$ cat src/logic/usb_rx_pkg.sv
package usb_rx_pkg;

    // bus timing, full speed at eight clocks per bit
    localparam int clks_per_bit = 8;
    localparam int sample_offset = 4;

    // sync pattern as it lands in the shift window
    localparam logic [7:0] sync_byte = 8'h80;

    localparam logic [6:0] dev_addr = 7'h70;
    localparam logic [3:0] dev_endp = 4'h4;

    // payload buffer
    localparam int buf_depth = 8;
    localparam int buf_ptr_bits = 3;

    typedef enum logic [3:0] {
        pid_out   = 4'b0001,
        pid_in    = 4'b1001,
        pid_data0 = 4'b0011,
        pid_data1 = 4'b1011,
        pid_ack   = 4'b0010,
        pid_nak   = 4'b1010,
        pid_stall = 4'b1110
    } pid_t;

    typedef enum logic [2:0] {
        pkt_idle        = 3'd0,
        pkt_in          = 3'd1,
        pkt_out         = 3'd2,
        pkt_data        = 3'd3,
        pkt_ack         = 3'd4,
        pkt_nak         = 3'd5,
        pkt_unsupported = 3'd6,
        pkt_stall       = 3'd7
    } rx_packet_t;

    typedef enum logic [3:0] {
        st_idle,
        st_sync,
        st_pid,
        st_token_lo,
        st_token_hi,
        st_data_first,
        st_data_second,
        st_data_run,
        st_error,
        st_wait_eop,
        st_wait_idle,
        st_done
    } rcu_state_t;

endpackage

$ cat src/logic/usb_rx_line_sync.sv
`timescale 1ns/1ps

module usb_rx_line_sync (
    input  logic clk,
    input  logic n_rst,
    input  logic d_plus,
    input  logic d_minus,
    output logic dp_sync,
    output logic dm_sync,
    output logic line_idle,
    output logic sop_edge,
    output logic se0
);

    logic dp_meta;
    logic dm_meta;
    logic idle_q;
    // set from start of packet until se0 seen
    logic busy;

    always_ff @(posedge clk, negedge n_rst) begin
        if (!n_rst) begin
            dp_meta <= 1'b1;
            dp_sync <= 1'b1;
            dm_meta <= 1'b0;
            dm_sync <= 1'b0;
            idle_q  <= 1'b0;
            busy    <= 1'b0;
        end else begin
            dp_meta <= d_plus;
            dp_sync <= dp_meta;
            dm_meta <= d_minus;
            dm_sync <= dm_meta;
            idle_q  <= line_idle;
            if (sop_edge) begin
                busy <= 1'b1;
            end else if (se0) begin
                busy <= 1'b0;
            end
        end
    end

    assign line_idle = dp_sync && !dm_sync;
    assign se0 = !dp_sync && !dm_sync;

    // J to K after idle, only once per packet
    assign sop_edge = idle_q && !dp_sync && dm_sync && !busy;

endmodule

$ cat src/logic/usb_bit_timer.sv
`timescale 1ns/1ps

module usb_bit_timer
    import usb_rx_pkg::*;
(
    input  logic clk,
    input  logic n_rst,
    input  logic sop_edge,
    input  logic timer_clear,
    input  logic se0,
    output logic shift_en,
    output logic byte_done,
    output logic byte_aligned,
    output logic eop
);

    typedef logic [$clog2(clks_per_bit)-1:0] cnt_t;

    logic running;
    cnt_t clk_cnt;
    logic [2:0] bit_cnt;

    // strobe when the down counter hits zero
    assign shift_en = running && (clk_cnt == '0);
    assign byte_aligned = (bit_cnt == 3'd0);

    always_ff @(posedge clk, negedge n_rst) begin
        if (!n_rst) begin
            running   <= 1'b0;
            clk_cnt   <= '0;
            bit_cnt   <= 3'd0;
            byte_done <= 1'b0;
            eop       <= 1'b0;
        end else begin
            byte_done <= shift_en && !se0 && (bit_cnt == 3'd7) && !sop_edge && !timer_clear;
            if (sop_edge) begin
                // first strobe lands mid-bit
                running <= 1'b1;
                clk_cnt <= cnt_t'(sample_offset - 1);
                bit_cnt <= 3'd0;
                eop     <= 1'b0;
            end else if (timer_clear) begin
                running <= 1'b0;
                clk_cnt <= '0;
                bit_cnt <= 3'd0;
                eop     <= 1'b0;
            end else if (running) begin
                if (clk_cnt == '0) begin
                    clk_cnt <= cnt_t'(clks_per_bit - 1);
                    eop     <= se0;
                    // se0 bits are not data, keep the byte count
                    if (!se0) begin
                        bit_cnt <= bit_cnt + 3'd1;
                    end
                end else begin
                    clk_cnt <= clk_cnt - cnt_t'(1);
                end
            end
        end
    end

endmodule

$ cat src/logic/usb_nrzi_shifter.sv
`timescale 1ns/1ps

module usb_nrzi_shifter (
    input  logic        clk,
    input  logic        n_rst,
    input  logic        sop_edge,
    input  logic        shift_en,
    input  logic        dp_sync,
    output logic [23:0] rcv_data
);

    logic prev_level;
    logic bit_val;

    // no transition means a one
    assign bit_val = (dp_sync == prev_level);

    always_ff @(posedge clk, negedge n_rst) begin
        if (!n_rst) begin
            prev_level <= 1'b1;
        end else if (sop_edge) begin
            // line was in J before the packet
            prev_level <= 1'b1;
        end else if (shift_en) begin
            prev_level <= dp_sync;
        end
    end

    // lsb first, newest bit enters at the top
    always_ff @(posedge clk) begin
        if (shift_en && !sop_edge) begin
            rcv_data <= {bit_val, rcv_data[23:1]};
        end
    end

endmodule

$ cat src/logic/usb_rx_rcu.sv
`timescale 1ns/1ps

module usb_rx_rcu
    import usb_rx_pkg::*;
(
    input  logic        clk,
    input  logic        n_rst,
    input  logic        byte_done,
    input  logic        byte_aligned,
    input  logic        eop,
    input  logic        line_idle,
    input  logic        sop_edge,
    input  logic [23:0] rcv_data,
    output logic        receiving,
    output rx_packet_t  rx_packet,
    output logic        r_error,
    output logic        packet_done,
    output logic        buf_write,
    output logic        timer_clear
);

    rcu_state_t state;
    rcu_state_t next_state;
    rx_packet_t next_rx_packet;
    pid_t pid;
    logic pid_ok;
    logic token_match;
    logic done_hold;

    // pid byte sits in the newest slot right after byte_done
    assign pid = pid_t'(rcv_data[19:16]);
    assign pid_ok = (rcv_data[23:20] == ~rcv_data[19:16]);

    // addr in low byte, endpoint straddles both
    assign token_match = (rcv_data[14:8] == dev_addr) && (rcv_data[18:15] == dev_endp);

    always_ff @(posedge clk, negedge n_rst) begin
        if (!n_rst) begin
            state       <= st_idle;
            rx_packet   <= pkt_idle;
            r_error     <= 1'b0;
            done_hold   <= 1'b0;
            packet_done <= 1'b0;
        end else begin
            state       <= next_state;
            rx_packet   <= next_rx_packet;
            r_error     <= (state == st_error);
            done_hold   <= (state == st_done);
            packet_done <= (state == st_done) && !done_hold;
        end
    end

    always_comb begin
        next_state = state;
        next_rx_packet = rx_packet;
        case (state)
            st_idle: begin
                if (sop_edge) begin
                    next_state = st_sync;
                    next_rx_packet = pkt_idle;
                end
            end
            st_sync: begin
                if (eop) begin
                    next_state = st_error;
                end else if (byte_done) begin
                    next_state = (rcv_data[23:16] == sync_byte) ? st_pid : st_error;
                end
            end
            st_pid: begin
                if (eop) begin
                    next_state = st_error;
                end else if (byte_done) begin
                    if (!pid_ok) begin
                        next_state = st_error;
                    end else begin
                        case (pid)
                            pid_out: begin
                                next_state = st_token_lo;
                                next_rx_packet = pkt_out;
                            end
                            pid_in: begin
                                next_state = st_token_lo;
                                next_rx_packet = pkt_in;
                            end
                            pid_data0, pid_data1: begin
                                next_state = st_data_first;
                                next_rx_packet = pkt_data;
                            end
                            pid_ack: begin
                                next_state = st_wait_eop;
                                next_rx_packet = pkt_ack;
                            end
                            pid_nak: begin
                                next_state = st_wait_eop;
                                next_rx_packet = pkt_nak;
                            end
                            pid_stall: begin
                                next_state = st_error;
                                next_rx_packet = pkt_stall;
                            end
                            default: begin
                                next_state = st_wait_eop;
                                next_rx_packet = pkt_unsupported;
                            end
                        endcase
                    end
                end
            end
            st_token_lo: begin
                if (eop) begin
                    next_state = st_error;
                end else if (byte_done) begin
                    next_state = st_token_hi;
                end
            end
            st_token_hi: begin
                if (eop) begin
                    next_state = st_error;
                end else if (byte_done) begin
                    next_state = token_match ? st_done : st_wait_eop;
                end
            end
            st_data_first: begin
                if (eop) begin
                    next_state = st_error;
                end else if (byte_done) begin
                    next_state = st_data_second;
                end
            end
            st_data_second: begin
                if (eop) begin
                    next_state = st_error;
                end else if (byte_done) begin
                    next_state = st_data_run;
                end
            end
            st_data_run: begin
                // the last two bytes held back are the crc16
                if (eop) begin
                    next_state = (byte_aligned && !byte_done) ? st_done : st_error;
                end
            end
            st_error: begin
                if (eop && line_idle) begin
                    next_state = st_idle;
                end
            end
            st_wait_eop: begin
                if (eop) begin
                    next_state = st_wait_idle;
                end
            end
            st_wait_idle, st_done: begin
                if (line_idle) begin
                    next_state = st_idle;
                end
            end
            default: begin
                next_state = st_idle;
            end
        endcase
    end

    assign receiving = (state == st_sync) || (state == st_pid) ||
                       (state == st_token_lo) || (state == st_token_hi) ||
                       (state == st_data_first) || (state == st_data_second) ||
                       (state == st_data_run) || (state == st_wait_eop);

    // byte two slots back is payload once two more arrived
    assign buf_write = (state == st_data_run) && byte_done && !eop;
    assign timer_clear = (state == st_done);

endmodule

$ cat src/logic/usb_rx_buffer.sv
`timescale 1ns/1ps

module usb_rx_buffer
    import usb_rx_pkg::*;
(
    input  logic       clk,
    input  logic       n_rst,
    input  logic       sop_edge,
    input  logic       buf_write,
    input  logic [7:0] wdata,
    input  logic       rx_read,
    output logic [7:0] rx_data,
    output logic       rx_empty,
    output logic       rx_overflow
);

    logic [7:0] mem [buf_depth];
    // extra msb tells full from empty
    logic [buf_ptr_bits:0] wptr;
    logic [buf_ptr_bits:0] rptr;
    logic full;

    assign full = (wptr[buf_ptr_bits] != rptr[buf_ptr_bits]) &&
                  (wptr[buf_ptr_bits-1:0] == rptr[buf_ptr_bits-1:0]);
    assign rx_empty = (wptr == rptr);
    assign rx_data = mem[rptr[buf_ptr_bits-1:0]];

    always_ff @(posedge clk, negedge n_rst) begin
        if (!n_rst) begin
            wptr        <= '0;
            rptr        <= '0;
            rx_overflow <= 1'b0;
        end else begin
            if (buf_write && !full) begin
                wptr <= wptr + 1'b1;
            end
            if (rx_read && !rx_empty) begin
                rptr <= rptr + 1'b1;
            end
            // sticky until the next packet starts
            if (sop_edge) begin
                rx_overflow <= 1'b0;
            end else if (buf_write && full) begin
                rx_overflow <= 1'b1;
            end
        end
    end

    always_ff @(posedge clk) begin
        if (buf_write && !full) begin
            mem[wptr[buf_ptr_bits-1:0]] <= wdata;
        end
    end

endmodule

$ cat src/logic/usb_rx_top.sv
`timescale 1ns/1ps

module usb_rx_top
    import usb_rx_pkg::*;
(
    input  logic       clk,
    input  logic       n_rst,
    input  logic       d_plus,
    input  logic       d_minus,
    input  logic       rx_read,
    output logic       receiving,
    output rx_packet_t rx_packet,
    output logic       r_error,
    output logic       packet_done,
    output logic [7:0] rx_data,
    output logic       rx_empty,
    output logic       rx_overflow
);

    logic        dp_sync;
    logic        line_idle;
    logic        sop_edge;
    logic        se0;
    logic        shift_en;
    logic        byte_done;
    logic        byte_aligned;
    logic        eop;
    logic        timer_clear;
    logic        buf_write;
    logic [23:0] rcv_data;

    // dm_sync only feeds the line decode inside
    usb_rx_line_sync u_line_sync (
        .clk       (clk),
        .n_rst     (n_rst),
        .d_plus    (d_plus),
        .d_minus   (d_minus),
        .dp_sync   (dp_sync),
        .dm_sync   (),
        .line_idle (line_idle),
        .sop_edge  (sop_edge),
        .se0       (se0)
    );

    usb_bit_timer u_bit_timer (
        .clk          (clk),
        .n_rst        (n_rst),
        .sop_edge     (sop_edge),
        .timer_clear  (timer_clear),
        .se0          (se0),
        .shift_en     (shift_en),
        .byte_done    (byte_done),
        .byte_aligned (byte_aligned),
        .eop          (eop)
    );

    usb_nrzi_shifter u_shifter (
        .clk      (clk),
        .n_rst    (n_rst),
        .sop_edge (sop_edge),
        .shift_en (shift_en),
        .dp_sync  (dp_sync),
        .rcv_data (rcv_data)
    );

    usb_rx_rcu u_rcu (
        .clk          (clk),
        .n_rst        (n_rst),
        .byte_done    (byte_done),
        .byte_aligned (byte_aligned),
        .eop          (eop),
        .line_idle    (line_idle),
        .sop_edge     (sop_edge),
        .rcv_data     (rcv_data),
        .receiving    (receiving),
        .rx_packet    (rx_packet),
        .r_error      (r_error),
        .packet_done  (packet_done),
        .buf_write    (buf_write),
        .timer_clear  (timer_clear)
    );

    usb_rx_buffer u_buffer (
        .clk         (clk),
        .n_rst       (n_rst),
        .sop_edge    (sop_edge),
        .buf_write   (buf_write),
        .wdata       (rcv_data[7:0]),
        .rx_read     (rx_read),
        .rx_data     (rx_data),
        .rx_empty    (rx_empty),
        .rx_overflow (rx_overflow)
    );

endmodule

$ cat config.mk
export PLATFORM = sky130hd
export DESIGN_NAME = usb_rx_top
export DESIGN_NICKNAME = d
export VERILOG_FILES = /design/src/logic/usb_rx_pkg.sv /design/src/logic/usb_rx_line_sync.sv /design/src/logic/usb_bit_timer.sv /design/src/logic/usb_nrzi_shifter.sv /design/src/logic/usb_rx_rcu.sv /design/src/logic/usb_rx_buffer.sv /design/src/logic/usb_rx_top.sv
export SDC_FILE = /design/constraint.sdc
export NUM_CORES = 1
export LEC_CHECK = 0
export BUFFER_PORTS_ARGS = -buffer_cell sky130_fd_sc_hd__buf_4
export CORE_MARGIN = 5
export CORE_UTILIZATION = 50
export DETAILED_ROUTE_END_ITERATION = 16
export PLACE_DENSITY = 0.79
export REMOVE_ABC_BUFFERS = 1
export SYNTH_ARGS = -nofsm -noshare
export SYNTH_HDL_FRONTEND = slang
export SYNTH_HIERARCHICAL = 1
export SYNTH_SLANG_ARGS = --single-unit
$ cat constraint.sdc
create_clock -name clk -period 2.7 [get_ports clk]
set_clock_uncertainty 0.15 [all_clocks]
set_input_delay 0.54 -clock clk [delete_from_list [all_inputs] [get_ports clk]]
set_output_delay 0.54 -clock clk [all_outputs]
set_load 0.005 [all_outputs]
==> metrics.txt, run 1 <==
total grt overflow 0; clock tree sinks 123; Residual DRC 0; Required @ worst endpoint 2.01 ns; Critical Path Sink Type output port; Power Density 874 nW/um^2; antenna violations before repair 0; GRT Total Usage 16.2%; VDD IR-drop max 0.573 mV; fin nets 407; vias in the first global route 3,044; final worst-path cycle share 102%; clock-pin slew on the worst setup and hold paths 0.06 ns; I/O Buffers 20; I/O pin total 21; Setup Total Neg Slack -0.242 ns; Synth Flop Type edfxtp_1; WL final 9.79 mm; Final min period 2.74 ns; ANT nets after route 0; Core Region 10,300 um^2; count of maximum capacitance violations 0; Worst setup SP type flip-flop; endpoints failing hold 0; Hold Crit Class in2reg; CTS H-Tree Depth 4; first-pass GRT wire length 15.9 mm; drt first-iter violations 218; row cnt 37; CTS tree built; RSZ-0062 raised after global routing yes; ANT cells 0; worst skew pair latency 0.50 ns; Unique masters post-synth 62; Mapped Cells 343; critical path class reg2out; clk root buf clkbuf_8; synthesized area per cell 15.5 um^2; max frequency 365 MHz; Final Wtd Congestion 0.820; DP HPWL 5.96 mm; clock buffer count from CTS 17; post-synthesis cell area 5310 um^2; Seq/Total Area, Yosys 66.3%; Final WS setup -0.0422 ns; Relative slew margins 59.0%; DIE AREA 12,800 um^2; synthesis-stage register bit count 123; WL/cell 18.0 um; share of layout cells above drive strength 1 30.1%; Detailed Routing Iterations Pass 1 4; FFs w/ async S/R, synth 28.5%; endpoints failing setup 8; vias per std cell 5.54; Total Power 5.61 mW; Pleak 2.39 nW; warning count from the yosys run 6; DIE WIDTH 113 um; crit-path max FO 8; EDFF count, synth 88; status finished, violations left; Initial Util 51.4%; largest net degree at the start of global routing 36; Worst-Margin Slew 0.610 ns; Chip Height 113 um; Worst EP arrival 2.05 ns; Pins Over Slew Limit 0; failing checks setup timing; P&R area growth vs syn 20.9%; Clock Tree Buf Depth 2; detailed-route via count 3,014
path summary, 6_finish.rpt:
| path | startpoint | end | slack (ns) | cells past startpoint |
|---|---|---|---|---|
| max | u_buffer/rptr[0] | rx_data[2] | -0.04 | 4 |
| max in group asynchronous | n_rst | u_shifter/prev_level | 1.68 | 2 |
| min in group asynchronous | n_rst | u_bit_timer/running | 0.38 | 2 |
| max reg2reg | u_rcu/state[0] | u_buffer/mem[4][3] | 0.35 | 5 |
| min | rx_read | u_buffer/rptr[0] | 0.19 | 3 |
| min reg2reg | u_line_sync/dm_meta | u_line_sync/dm_sync | 0.20 | 0 |
synthesized netlist by cell type, drive strengths merged, types with 2 or more instances:
master / number / area share, %
a211o: 2 / 0.33
a211oi: 2 / 0.28
a21o: 3 / 0.42
a21oi: 9 / 0.85
a31oi: 3 / 0.35
and2: 2 / 0.24
and3: 2 / 0.24
buf: 11 / 1.4
clkbuf: 4 / 0.28
dfrtp: 32 / 15
dfstp: 3 / 1.5
edfxtp: 88 / 50
ha: 7 / 1.6
inv: 12 / 0.85
mux2: 14 / 3.0
mux2i: 2 / 0.38
mux4: 16 / 6.9
nand2: 15 / 1.1
nand2b: 5 / 0.73
nand3: 8 / 0.75
nand4: 3 / 0.35
nand4b: 2 / 0.33
nor2: 25 / 1.8
nor2b: 7 / 0.82
nor3: 8 / 0.75
nor4: 7 / 1.4
o211ai: 2 / 0.28
o21ai: 8 / 1.2
o311ai: 2 / 0.33
or2: 2 / 0.24
or3: 4 / 0.47
xnor2: 11 / 1.8
xor2: 5 / 0.97
metal layers:
| metal | track usage (%) | vias up | wire [um] |
|---|---|---|---|
| met5 | 0 | - | 0 |
| met4 | 4.89 | 0 | 88 |
| met1 | 21.0 | 1522 | 4220 |
| met3 | 4.39 | 8 | 463 |
| met2 | 26.9 | 71 | 5010 |
| li1 | - | 1413 | - |
cells by family (layout without fill, tap and decap cells):
| logic type | after synthesis | count (layout) | share of synthesized area, % |
|---|---|---|---|
| adder cells (fa/ha/maj) | 7 | 7 | 1.65 |
| AO/OA/AOI/OAI | 42 | 42 | 6.05 |
| multiplexers | 32 | 32 | 10.3 |
| flip-flops | 123 | 123 | 66.3 |
| AND/OR/NAND/NOR | 96 | 96 | 10.4 |
| XOR/XNOR | 16 | 16 | 2.78 |
| buffers and inverters | 27 | 92 | 2.57 |
worst max-delay path, stage by stage (launching register included):
cell	delay, ns
dfrtp_2	0.46
clkbuf_16	0.20
mux4_2	0.49
mux2_4	0.29
buf_6	0.11
layout make-up:
cell class              instances  area (um^2)
clock inverters                15          149
inverters                      12         45.0
clock buffers                  17          414
repair buffers                 48          428
multi-input cells             193         1690
flip-flops and latches        123         3520
well taps                     136          170
fillers                       737         3900
flip-flops by register name (all words and copies together), names as in the netlist, 3 cells and up:
name,cells
u_bit_timer/bit_cnt,3
u_buffer/mem,64
u_shifter/rcv_data,24
u_buffer/wptr,4
u_bit_timer/clk_cnt,3
u_rcu/state,4
u_buffer/rptr,4
u_rcu/rx_packet,3
through the flow:
step	cell area [um^2]	setup slack (ns)	instances	utilization (%)	hold WS [ns]
finish	6420	-0.0422	544	62.2	0.191
global route	6420	-0.120	544	62.2	0.178
CTS	6380	-0.0931	539	61.8	0.156
detailed placement	5680	0.290	500	55.0	0.195
global placement	5680	0.364	500	55.0	0.187
floorplan	5220	-0.212	328	-	0.0944
where the power goes:
group / switching [mW] / internal (mW) / total (mW)
sequential: 0.169 / 2.22 / 2.39
clock: 0.817 / 1.31 / 2.13
combinational: 0.542 / 0.557 / 1.10
cells in the final DEF, fill, tap and decap left out, drive strengths merged, types with 3 or more instances in the layout:
| cell | count |
|---|---|
| nand4 | 3 |
| nor2b | 7 |
| xor2 | 5 |
| nor4 | 7 |
| nand3 | 8 |
| a21oi | 9 |
| inv | 15 |
| nand2 | 15 |
| ha | 7 |
| a21o | 3 |
| mux2 | 14 |
| nand2b | 5 |
| nor2 | 25 |
| clkinvlp | 6 |
| dfstp | 3 |
| mux4 | 16 |
| clkinv | 4 |
| dfrtp | 32 |
| o21ai | 8 |
| buf | 44 |
| xnor2 | 11 |
| dlygate4sd3 | 3 |
| clkbuf | 18 |
| a31oi | 3 |
| edfxtp | 88 |
| or3 | 4 |
| nor3 | 8 |
repair_timing:
| item | CTS | global route |
|---|---|---|
| gates resized for setup | 21 | 3 |
| buffers inserted | 3 | 5 |
| setup endpoints to repair | 9 | 9 |
| gates cloned | 1 | 0 |
| endpoints found under the hold margin | 34 | 0 |
| hold buffers | 3 | 0 |
| pin swaps | 0 | 1 |
No activity file was read; power rests on OpenSTA's default activity.
==> run 2, diff against run 1 <==
CORE_MARGIN = not set   (was 5)
CORE_UTILIZATION = 55   (was 50)
PLACE_DENSITY = 0.85   (was 0.79)
SLEW_MARGIN = 0   (was not set)
==> run 2 against run 1 <==
  * The flow still finishes with violations (setup timing)
  * Clock-buffer cell count is the same
  * Wire length grew 0.58%
  * Sequential share of layout area grew 0.23 points
  * Die area shrank 21%
  * Setup slack lost 0.032 ns
  * First-iteration DRC count shrank 33%
  * Critical path type unchanged
==> metrics.txt, run 2 (synthesis gave the netlist of run 1 again) <==
routed wl met3 358 um; clk root buf clkbuf_8; largest net degree at the start of global routing 36; Chip Height 100 um; placed insts 493; critical path class reg2out; Final Wtd Congestion 0.857; Detailed Routing Iterations Pass 1 4; combinational power share 18.7%; Hold Crit Class in2reg; sw power 1.56 mW; WL/cell 18.5 um; DIE AREA 10,100 um^2; I/O Buffers 20; clock buffer count from CTS 17; status finished, violations left; Final min period 2.77 ns; Clock Tree Buf Depth 2; Pleak 2.38 nW; antenna violations before repair 0; Relative slew margins 63.3%; slowest stage cell, crit path mux4_2; final core utilization 68.9%; ANT cells 0; crit-path max FO 8; total grt overflow 0; worst skew pair latency 0.51 ns; Clk network pwr share 39.7%; crit-path max cell delay 0.50 ns; Fill cells 616; met1 WL 4.13 mm; row cnt 35; CP Cell Sequence clkbuf_16, mux4_2, mux2_4, buf_6; VDD IR-drop max 0.688 mV; I/O pin total 21; clock-pin slew on the worst setup and hold paths 0.06 ns; Required @ worst endpoint 2.01 ns; vias in the first global route 3,189; Placed Area 5670 um^2; max frequency 361 MHz; most frequent cells in the layout edfxtp_1 (88), dfrtp_1 (31), buf_4 (29); Net Sw Frac 27.2%; most common cell after layout, fill and taps aside edfxtp_1; max FFs per register 64; DP HPWL 5.72 mm; Pint 4.18 mW; share of layout cells above drive strength 1 29.1%; WL final 9.85 mm; final worst-path cycle share 103%; detailed-route via count 2,985; P&R area growth vs syn 20.4%; Final WS setup -0.0738 ns; Setup Total Neg Slack -0.486 ns; Initial Util 57.2%; Worst-Margin Slew 0.547 ns; Highest Signal Layer met4; Pins Over Slew Limit 0; endpoints failing hold 0; hold_ws 0.178 ns; post-route cell area 6400 um^2; clock tree sinks 123; drt first-iter violations 145; final std cells w/o fill 531; length of routed met2 wiring 5.23 mm; Critical Path Sink Type output port; Worst setup SP type flip-flop; fin nets 401; Worst EP arrival 2.08 ns; vias per std cell 5.62; count of maximum capacitance violations 0; CTS tree built; Residual DRC 0; CTS H-Tree Depth 4; endpoints failing setup 8; failing checks setup timing; ANT nets after route 0; Power Density 897 nW/um^2; Core Region 9280 um^2; RSZ-0062 raised after global routing yes; first-pass GRT wire length 16.2 mm; part of the power in registers 41.6%; GRT Total Usage 22.2%; DIE WIDTH 100 um
-- run 2: worst paths after layout --
kind,start,end,slack [ns],depth (start not counted)
min,rx_read,u_buffer/rptr[0],0.18,3
min in group asynchronous,n_rst,u_rcu/done_hold,0.37,2
max in group asynchronous,n_rst,u_shifter/prev_level,1.69,2
min reg2reg,u_line_sync/dm_meta,u_line_sync/dm_sync,0.20,0
max,u_buffer/rptr[0],rx_data[0],-0.07,4
max reg2reg,u_buffer/rptr[0],u_buffer/mem[3][3],0.20,7
-- run 2: area by class of cell --
type	count	area [um^2]	area share, %
clock buffers	17	414	6.47
clock inverters	15	184	2.88
inverters	12	45.0	0.704
multi-input cells	193	1690	26.3
flip-flops and latches	123	3520	55.1
well taps	129	161	2.52
repair buffers	42	383	5.99
-- run 2: worst max-delay path: cells and delay by family, from the launching register on --
| family | cells | cell delay [ns] |
|---|---|---|
| multiplexers | 2 | 0.79 |
| flip-flops | 1 | 0.46 |
| buffers and inverters | 2 | 0.32 |
-- run 2: through the flow --
step	worst slack, ns	power, mW
6_report	-0.0738	5.74
5_1_grt	-0.152	6.00
3_5_place_dp	0.314	3.42
3_3_place_gp	0.370	3.38
4_1_cts	-0.126	5.78
2_1_floorplan	-0.212	3.12
-- run 2: power by group through the flow --
stage | Clock [mW] | Sequential (mW) | Combinational (mW)
after floorplan | 0 | 2.44 | 0.680
after global placement | 0 | 2.40 | 0.971
after detailed placement | 0 | 2.42 | 1.00
after CTS | 2.32 | 2.39 | 1.07
after global routing | 2.41 | 2.41 | 1.18
final | 2.28 | 2.39 | 1.07
-- run 2: routing by layer --
metal  global-route usage (%)  vias up
met1                     27.2     1496
met5                        0        -
li1                         -     1407
met4                     9.81        0
met3                     4.94       10
met2                     37.9       72
-- run 2: repair_timing --
| item | in CTS | in global routing |
|---|---|---|
| pin swaps | 1 | 1 |
| resized for setup | 21 | 2 |
| hold buffers | 3 | 0 |
| gates cloned | 1 | 0 |
| setup buffers | 2 | 0 |
| hold endpoints to repair | 34 | 0 |
| endpoints found under the setup margin | 9 | 9 |
